File: config.mk
export PLATFORM = sky130hd
export DESIGN_NAME = i2c_multi_target
export DESIGN_NICKNAME = d
export VERILOG_FILES = /design/src/design/i2c_pkg.sv /design/src/design/i2c_multi_target.sv /design/src/design/i2c_bus_merge.sv /design/src/design/i2c_target_engine.sv /design/src/design/i2c_line_conditioner.sv
export VERILOG_INCLUDE_DIRS = /design/src /design/src/design
export SDC_FILE = /design/constraint.sdc
export NUM_CORES = 1
export LEC_CHECK = 0
export ABC_CLOCK_PERIOD_IN_PS = 3620
export BUFFER_PORTS_ARGS = -buffer_cell sky130_fd_sc_hd__buf_2
export CORE_MARGIN = 2
export CORE_UTILIZATION = 25
export DETAILED_ROUTE_END_ITERATION = 8
export PLACE_DENSITY = 0.42
export SLEW_MARGIN = 40
export SYNTH_ARGS = -nofsm -noshare
export SYNTH_HDL_FRONTEND = slang
export SYNTH_SLANG_ARGS = --single-unit
File: constraint.sdc
create_clock -name clk -period 3.62 [get_ports clk]
set_input_delay 0.724 -clock clk [delete_from_list [all_inputs] [get_ports clk]]
set_output_delay 0.724 -clock clk [all_outputs]
set_load 0.01 [all_outputs]
File: src/design/i2c_params.svh
// I2C subsystem macros: target count, addressing, bus timing, debounce, reset transmit byte
`ifndef I2C_PARAMS_SVH
`define I2C_PARAMS_SVH

// number of target engines behind the pins
`define I2C_NUM_TARGETS 4

// slot 0 answers here, slot n on base + n
`define I2C_BASE_ADDR 7'h2A

// clock and bus rates
`define I2C_CLK_HZ 10_000_000
`define I2C_SCL_HZ 100_000
`define I2C_BIT_CYCLES (`I2C_CLK_HZ / `I2C_SCL_HZ)

// SDA hold after SCL falls, a fifth of a bit
`define I2C_HOLD_CYCLES (`I2C_BIT_CYCLES / 5)

// lock-out after an accepted line change
`define I2C_DEBOUNCE 7

// read data before any load
`define I2C_TX_RESET_BYTE 8'hA3

`endif
File: src/design/i2c_pkg.sv
// I2C subsystem types: widths, event and strobe structs, engine state enums
`default_nettype none
`include "i2c_params.svh"

package i2c_pkg;

  typedef logic [7:0] byte_t;
  typedef logic [6:0] addr_t;
  typedef logic [$clog2(`I2C_NUM_TARGETS)-1:0] slot_t;
  typedef logic [15:0] hold_cnt_t;

  // filtered bus view shared by all engines
  typedef struct packed {
    logic sda;      // filtered level
    logic scl_rise;
    logic scl_fall;
    logic start;
    logic stop;
    logic busy;     // between start and stop
  } bus_events_t;

  typedef struct packed {
    logic  valid;
    slot_t slot;
    byte_t data;
  } tx_load_t;

  typedef struct packed {
    logic  valid;
    slot_t slot;
    byte_t data;
  } rx_byte_t;

  typedef struct packed {
    logic  valid;
    slot_t slot;
    logic  rw_n;  // 1 = master reads
  } cmd_t;

  typedef enum logic [3:0] {
    st_idle, st_ctl_read, st_ctl_proc, st_ack_send, st_ack_wait, st_word_send,
    st_word_wait, st_word_read, st_word_proc, st_ackm_read, st_ackm_proc
  } tgt_state_e;

  typedef enum logic [1:0] {ph_idle, ph_edge, ph_wait, ph_find} bit_phase_e;

endpackage

`default_nettype wire

File: src/design/i2c_multi_target.sv
// I2C multi-address target top: line conditioner, engine array, output merge
`default_nettype none
`include "i2c_params.svh"

module i2c_multi_target (
  input  logic                        clk,
  input  logic                        reset,
  input  logic                        sda_i,
  input  logic                        scl_i,
  input  i2c_pkg::tx_load_t           tx_load_i,
  output logic                        sda_oen_o,
  output i2c_pkg::rx_byte_t           rx_o,
  output i2c_pkg::cmd_t               cmd_o,
  output logic [`I2C_NUM_TARGETS-1:0] tx_busy_o
);

  i2c_pkg::bus_events_t              events;
  logic [`I2C_NUM_TARGETS-1:0]       sda_oen_w;
  i2c_pkg::rx_byte_t                 rx_w [`I2C_NUM_TARGETS];
  i2c_pkg::cmd_t                     cmd_w [`I2C_NUM_TARGETS];

  i2c_line_conditioner u_cond (
    .clk      (clk),
    .reset    (reset),
    .sda_i    (sda_i),
    .scl_i    (scl_i),
    .events_o (events)
  );

  // one engine per consecutive address
  for (genvar g = 0; g < `I2C_NUM_TARGETS; g++) begin : g_tgt
    i2c_target_engine #(.SLOT(g)) u_engine (
      .clk       (clk),
      .reset     (reset),
      .events_i  (events),
      .tx_load_i (tx_load_i),
      .sda_oen_o (sda_oen_w[g]),
      .rx_o      (rx_w[g]),
      .cmd_o     (cmd_w[g]),
      .tx_busy_o (tx_busy_o[g])
    );
  end

  i2c_bus_merge u_merge (
    .clk       (clk),
    .reset     (reset),
    .sda_oen_i (sda_oen_w),
    .rx_i      (rx_w),
    .cmd_i     (cmd_w),
    .sda_oen_o (sda_oen_o),
    .rx_o      (rx_o),
    .cmd_o     (cmd_o)
  );

endmodule

`default_nettype wire

File: src/design/i2c_bus_merge.sv
// I2C bus merge: wired-AND of SDA enables, lowest-slot select of rx and cmd strobes
`default_nettype none
`include "i2c_params.svh"

module i2c_bus_merge (
  input  logic                          clk,
  input  logic                          reset,
  input  logic [`I2C_NUM_TARGETS-1:0]   sda_oen_i,
  input  i2c_pkg::rx_byte_t             rx_i [`I2C_NUM_TARGETS],
  input  i2c_pkg::cmd_t                 cmd_i [`I2C_NUM_TARGETS],
  output logic                          sda_oen_o,
  output i2c_pkg::rx_byte_t             rx_o,
  output i2c_pkg::cmd_t                 cmd_o
);

  i2c_pkg::rx_byte_t rx_sel;
  i2c_pkg::cmd_t     cmd_sel;

  // walk down so the lowest valid slot is the last one written
  always_comb begin
    rx_sel  = '0;
    cmd_sel = '0;
    for (int i = `I2C_NUM_TARGETS - 1; i >= 0; i--) begin
      if (rx_i[i].valid) begin
        rx_sel = rx_i[i];
      end
      if (cmd_i[i].valid) begin
        cmd_sel = cmd_i[i];
      end
    end
  end

  always_ff @(posedge clk) begin
    if (reset) begin
      sda_oen_o   <= 1'b1;  // released
      rx_o.valid  <= 1'b0;
      cmd_o.valid <= 1'b0;
    end else begin
      sda_oen_o <= &sda_oen_i;  // any engine pulling wins
      rx_o      <= rx_sel;
      cmd_o     <= cmd_sel;
    end
  end

endmodule

`default_nettype wire

File: src/design/i2c_target_engine.sv
// I2C target engine: address match, byte FSM, bit-phase FSM with SDA hold timer
`default_nettype none
`include "i2c_params.svh"

module i2c_target_engine #(
  parameter int SLOT = 0
) (
  input  logic                 clk,
  input  logic                 reset,
  input  i2c_pkg::bus_events_t events_i,
  input  i2c_pkg::tx_load_t    tx_load_i,
  output logic                 sda_oen_o,
  output i2c_pkg::rx_byte_t    rx_o,
  output i2c_pkg::cmd_t        cmd_o,
  output logic                 tx_busy_o
);

  localparam i2c_pkg::addr_t     MY_ADDR = i2c_pkg::addr_t'(`I2C_BASE_ADDR + SLOT);
  localparam i2c_pkg::slot_t     MY_SLOT = i2c_pkg::slot_t'(SLOT);
  localparam i2c_pkg::hold_cnt_t HOLD    = i2c_pkg::hold_cnt_t'(`I2C_HOLD_CYCLES);

  i2c_pkg::tgt_state_e state;
  i2c_pkg::bit_phase_e phase;
  i2c_pkg::hold_cnt_t  hold_cnt;
  i2c_pkg::byte_t      tx_data;
  i2c_pkg::byte_t      rx_shift;

  logic [2:0] bit_idx;
  logic       rw_n;
  logic       addr_acked;  // cmd already reported this transfer
  logic       bit_req;
  logic       bit_dir_out;
  logic       bit_out;
  logic       bit_last;    // release SDA after this bit
  logic       bit_done;
  logic       bit_in;
  logic       rx_valid;
  logic       cmd_valid;
  logic       tx_busy;
  logic       bus_reset;
  logic       load_hit;
  logic       launch_last;

  assign bus_reset   = events_i.start | events_i.stop;
  assign load_hit    = tx_load_i.valid && (tx_load_i.slot == MY_SLOT);
  assign launch_last = events_i.busy && !bus_reset &&
                       (state == i2c_pkg::st_word_send) && (bit_idx == 3'd7);

  // transmit byte and its busy flag
  always_ff @(posedge clk) begin
    if (reset) begin
      tx_data <= `I2C_TX_RESET_BYTE;
      tx_busy <= 1'b0;
    end else begin
      if (launch_last) begin
        tx_busy <= 1'b0;
      end
      if (load_hit) begin  // newest load wins
        tx_data <= tx_load_i.data;
        tx_busy <= 1'b1;
      end
    end
  end

  // byte level
  always_ff @(posedge clk) begin
    bit_req   <= 1'b0;
    rx_valid  <= 1'b0;
    cmd_valid <= 1'b0;
    if (reset) begin
      state      <= i2c_pkg::st_idle;
      bit_idx    <= 3'd0;
      addr_acked <= 1'b0;
    end else if (bus_reset) begin
      state      <= i2c_pkg::st_ctl_read;
      bit_idx    <= 3'd0;
      addr_acked <= 1'b0;
    end else if (events_i.busy) begin
      case (state)
        i2c_pkg::st_idle: begin
        end
        i2c_pkg::st_ctl_read: begin
          bit_req     <= 1'b1;
          bit_dir_out <= 1'b0;
          state       <= i2c_pkg::st_ctl_proc;
        end
        i2c_pkg::st_ctl_proc: begin
          if (bit_done) begin
            rx_shift <= {rx_shift[6:0], bit_in};
            if (bit_idx == 3'd7) begin
              rw_n <= bit_in;
              if (rx_shift[6:0] == MY_ADDR) begin
                state <= i2c_pkg::st_ack_send;
              end else begin
                state <= i2c_pkg::st_idle;  // not ours, stay off the bus
              end
            end else begin
              bit_idx <= bit_idx + 3'd1;
              state   <= i2c_pkg::st_ctl_read;
            end
          end
        end
        i2c_pkg::st_ack_send: begin
          bit_req     <= 1'b1;
          bit_dir_out <= 1'b1;
          bit_out     <= 1'b0;
          bit_last    <= ~rw_n;  // a read keeps SDA until the first data bit
          state       <= i2c_pkg::st_ack_wait;
        end
        i2c_pkg::st_ack_wait: begin
          if (bit_done) begin
            bit_idx <= 3'd0;
            if (!addr_acked) begin
              cmd_valid  <= 1'b1;
              addr_acked <= 1'b1;
            end
            state <= rw_n ? i2c_pkg::st_word_send : i2c_pkg::st_word_read;
          end
        end
        i2c_pkg::st_word_read: begin
          bit_req     <= 1'b1;
          bit_dir_out <= 1'b0;
          state       <= i2c_pkg::st_word_proc;
        end
        i2c_pkg::st_word_proc: begin
          if (bit_done) begin
            rx_shift <= {rx_shift[6:0], bit_in};
            if (bit_idx == 3'd7) begin
              rx_valid <= 1'b1;
              state    <= i2c_pkg::st_ack_send;
            end else begin
              bit_idx <= bit_idx + 3'd1;
              state   <= i2c_pkg::st_word_read;
            end
          end
        end
        i2c_pkg::st_word_send: begin
          bit_req     <= 1'b1;
          bit_dir_out <= 1'b1;
          bit_out     <= tx_data[3'd7 - bit_idx];  // msb first
          bit_last    <= (bit_idx == 3'd7);
          state       <= i2c_pkg::st_word_wait;
        end
        i2c_pkg::st_word_wait: begin
          if (bit_done) begin
            if (bit_idx == 3'd7) begin
              state <= i2c_pkg::st_ackm_read;
            end else begin
              bit_idx <= bit_idx + 3'd1;
              state   <= i2c_pkg::st_word_send;
            end
          end
        end
        i2c_pkg::st_ackm_read: begin
          bit_req     <= 1'b1;
          bit_dir_out <= 1'b0;
          state       <= i2c_pkg::st_ackm_proc;
        end
        i2c_pkg::st_ackm_proc: begin
          if (bit_done) begin
            if (bit_in) begin
              state <= i2c_pkg::st_idle;  // nack ends the read
            end else begin
              bit_idx <= 3'd0;
              state   <= i2c_pkg::st_word_send;
            end
          end
        end
        default: begin
          state <= i2c_pkg::st_idle;
        end
      endcase
    end
  end

  // bit level, shared by both directions
  always_ff @(posedge clk) begin
    bit_done <= 1'b0;
    if (reset || bus_reset) begin
      phase     <= i2c_pkg::ph_idle;
      hold_cnt  <= '0;
      sda_oen_o <= 1'b1;
    end else begin
      case (phase)
        i2c_pkg::ph_idle: begin
          if (bit_req) begin
            if (bit_dir_out) begin
              sda_oen_o <= bit_out;  // launch
              phase     <= i2c_pkg::ph_edge;
            end else begin
              phase <= i2c_pkg::ph_find;
            end
          end
        end
        i2c_pkg::ph_find: begin
          if (events_i.scl_rise) begin
            bit_in <= events_i.sda;
            phase  <= i2c_pkg::ph_edge;
          end
        end
        i2c_pkg::ph_edge: begin
          if (events_i.scl_fall) begin
            hold_cnt <= HOLD;
            phase    <= i2c_pkg::ph_wait;
          end
        end
        i2c_pkg::ph_wait: begin
          if (hold_cnt != '0) begin
            hold_cnt <= hold_cnt - 16'd1;
          end else begin
            bit_done <= 1'b1;
            if (bit_dir_out && bit_last) begin
              sda_oen_o <= 1'b1;
            end
            phase <= i2c_pkg::ph_idle;
          end
        end
        default: begin
          phase <= i2c_pkg::ph_idle;
        end
      endcase
    end
  end

  assign rx_o      = '{valid: rx_valid, slot: MY_SLOT, data: rx_shift};
  assign cmd_o     = '{valid: cmd_valid, slot: MY_SLOT, rw_n: rw_n};
  assign tx_busy_o = tx_busy;

endmodule

`default_nettype wire

File: src/design/i2c_line_conditioner.sv
// I2C line conditioner: SDA/SCL debounce, edge, start, stop and bus-busy events
`default_nettype none
`include "i2c_params.svh"

module i2c_line_conditioner (
  input  logic                 clk,
  input  logic                 reset,
  input  logic                 sda_i,
  input  logic                 scl_i,
  output i2c_pkg::bus_events_t events_o
);

  localparam int DB_W = $clog2(`I2C_DEBOUNCE + 1);

  logic [1:0]      raw;       // {scl, sda}
  logic [1:0]      filt;
  logic [1:0]      filt_prev;
  logic [DB_W-1:0] lock_cnt [2];
  logic            start_c;
  logic            stop_c;

  assign raw = {scl_i, sda_i};

  // per line: follow the pin, then ignore it for a while
  always_ff @(posedge clk) begin
    if (reset) begin
      filt <= 2'b11;  // idle bus is high
      for (int i = 0; i < 2; i++) begin
        lock_cnt[i] <= '0;
      end
    end else begin
      for (int i = 0; i < 2; i++) begin
        if (lock_cnt[i] != '0) begin
          lock_cnt[i] <= lock_cnt[i] - 1'b1;
        end else if (raw[i] != filt[i]) begin
          filt[i]     <= raw[i];
          lock_cnt[i] <= DB_W'(`I2C_DEBOUNCE);
        end
      end
    end
  end

  // SDA moving while SCL stays high
  assign start_c = ~filt[0] & filt_prev[0] & filt[1] & filt_prev[1];
  assign stop_c  = filt[0] & ~filt_prev[0] & filt[1] & filt_prev[1];

  always_ff @(posedge clk) begin
    if (reset) begin
      filt_prev         <= 2'b11;
      events_o.sda      <= 1'b1;
      events_o.scl_rise <= 1'b0;
      events_o.scl_fall <= 1'b0;
      events_o.start    <= 1'b0;
      events_o.stop     <= 1'b0;
      events_o.busy     <= 1'b0;
    end else begin
      filt_prev         <= filt;
      events_o.sda      <= filt[0];
      events_o.scl_rise <= filt[1] & ~filt_prev[1];
      events_o.scl_fall <= ~filt[1] & filt_prev[1];
      events_o.start    <= start_c;
      events_o.stop     <= stop_c;
      if (start_c) begin
        events_o.busy <= 1'b1;
      end else if (stop_c) begin
        events_o.busy <= 1'b0;
      end
    end
  end

endmodule

`default_nettype wire

==> metrics <==
status=finished clean; worst clock skew=33.3 ps; cell taking the most area after synthesis=dfxtp_1; Max VDD drop=402 uV; DRT Wirelength=31800 um; Critical path buffers and inverters=1; actual slew at the worst max-slew pin=771 ps; share of cells above drive strength 1=9.71%; routed wl met3=1190 um; Gate Count Post-Synth=1288; Synth top area share=29.6%; mean post-synth cell area=9.19 um^2; slowest stage cell on the critical path=nand4_1; Initial Utilization=25.4%; RSZ-0062 raised after global routing=false; Pwr Density=697 nW/um^2; initial drt markers=590; max_cap viols=0; leading post-synthesis cells by cell area=dfxtp_1 (30%), edfxtp_1 (17%), nand2_1 (5.4%); Die ar.=49100 um^2; crit path DAT=3000 ps; max incr delay on CP=550 ps; H-tree depth=1; CP top delay family=simple AND/OR/NAND/NOR gates; crit path cell chain=inv_1, ha_1, nor4b_1, nand4_1, o21ai_0, nor3_1, a21oi_1; Post-synth EDFFs=68; fin nets=1357; CTS tree=built; Core Box Area=46700 um^2; Die Span Y=222 um; highest routed layer=met4; hold_buf cts=0; Area Overhead vs Synth=15.3%; Initial DRT Pass Iterations=5; Antenna Violating Nets Remaining=0; IO Pins=35; CTS root buf=clkbuf_16; initial antenna violation count=0; global-route wire length before repair=51200 um; Tmin final=2510 ps; I/O Buffers=34; wl on met1=15900 um; total track usage=12.8%; Clock Latency Late Sink=590 ps; PnR worst setup slack=1110 ps; Mapped Area=11800 um^2; overall power=9.51 mW; most frequent cells in the layout=dfxtp_1 (175), nand2_1 (168), nor2_1 (102); setup bufs post-CTS=0; relative slew slack=47.9%; P_leak=4.88 nW; worst path required time=4110 ps; post-cts resize count=0; Residual DRC=0; HP Class=in -> reg; Post-synth top flop=dfxtp_1; DP Worst Slack=1010 ps; most common cell after layout, fill and taps aside=dfxtp_1; Post-synth ARST share=0%; Tcrit/Tclk final=69.3%; Final HPWL DP=22500 um; Worst setup SP type=register; Netlist cell types=78; vias per inst=4.87; Max Slew Vio Count=0; Seq/Total Area, Yosys=46.8%; Hold Violations, Final=0; vias in the first global route=9086; met2 WL post-DR=14100 um; wire length per cell=16.4 um; Row Count=79; setup tns final=0 ps; net count after synthesis=1339; Clock Tree Buf Depth=3; worst hold slack=379 ps; # setup viols final=0; Critical Path Fanout Max=12; RD Place Congestion=0.806; die width=222 um; largest net degree at the start of global routing=37; Crit Path Class=reg -> reg; YS warnings=0; total gr overflow=0; clk sinks=243; Clock transition at path regs=60 ps; Via Count=9430; CP Capture Type=register; cts bufs inserted=30; FF+latch count, synth=243; fmax=399 MHz
-- power by group --
| group | leakage [nW] | switching [mW] | internal [mW] | total, mW |
|---|---|---|---|---|
| Sequential | 2.06 | 0.432 | 3.18 | 3.62 |
| Clock | 0.492 | 1.20 | 1.85 | 3.05 |
| Combinational | 2.32 | 1.76 | 1.08 | 2.84 |
-- final cells by class --
class,instances,area [um^2]
fill,4962,33000
multi-input combinational,933,5860
sequential,243,5550
clock buffer,46,861
tap,607,759
timing repair buffer,53,313
inverter,45,169
clock inverter,9,145
antenna,1,2.50
-- metrics by stage --
step / util [%] / cell area [um^2] / instances
after CTS: 29.2 / 13600 / 1935
after global routing: 29.3 / 13600 / 1936
final: 29.3 / 13700 / 1937
after detailed placement: 27.1 / 12600 / 1880
after global placement: 27.1 / 12600 / 1880
after floorplan: - / 11800 / 1288
-- per-layer routing --
metal  global-route usage (%)  vias up
met5                        0        -
met4                     3.55        0
met3                     1.75       41
met2                     20.3      142
met1                     18.1     4539
li1                         -     4708
-- worst min-delay path, delay by kind of cell --
family        cells  cell delay (ps)
simple gates      1               50
buf+inv           1              100
mux               1               60
-- kinds of logic after synthesis --
| kind of cell | after synthesis | synth area share, % |
|---|---|---|
| adder cells (fa/ha/maj) | 36 | 3.80 |
| XOR/XNOR | 38 | 2.81 |
| flip-flops | 243 | 46.8 |
| buffers and inverters | 112 | 3.77 |
| AO/OA/AOI/OAI | 269 | 14.6 |
| multiplexers | 51 | 5.21 |
| AND/OR/NAND/NOR | 539 | 23.0 |
-- state kept, by name, summed over array words and instances, names as in the netlist, 5 cells and up --
register	flops
g_tgt.u_engine.hold_cnt	64
g_tgt.u_engine.rx_shift	32
g_tgt.u_engine.tx_data	32
g_tgt.u_engine.state	16
g_tgt.u_engine.bit_idx	12
u_merge.rx_o	11
g_tgt.u_engine.phase	8
u_cond.lock_cnt	6
u_cond.events_o	5
-- Yosys cell counts (all sizes together), types with 13 or more instances --
library cell  number
mux2i             38
a21oi            101
nand2b            28
xor2              19
clkbuf            54
nand4             17
buf               13
o31ai             13
inv               42
nand2            169
xnor2             19
nand3             50
ha                36
o21ai             54
nor4              23
or3               20
edfxtp            68
nor3              44
nor2             103
dfxtp            175
-- path summary, 6_finish.rpt --
| kind | cells past startpoint | slack, ps | startpoint | to |
|---|---|---|---|---|
| worst max-delay path | 7 | 1110 | g_tgt[1].u_engine.phase[0]$_SDFFE_PN0P_ | g_tgt[1].u_engine.sda_oen_o$_SDFFE_PN1P_ |
| worst min-delay path | 3 | 380 | sda_i | u_cond.filt[0]$_SDFFE_PP1N_ |
| worst max register to register | 7 | 1110 | g_tgt[1].u_engine.phase[0]$_SDFFE_PN0P_ | g_tgt[1].u_engine.sda_oen_o$_SDFFE_PN1P_ |
| worst min register to register | 1 | 410 | g_tgt[2].u_engine.addr_acked$_SDFFE_PN0P_ | g_tgt[2].u_engine.cmd_valid$_SDFF_PP0_ |
(Power assumes the default switching activity.)
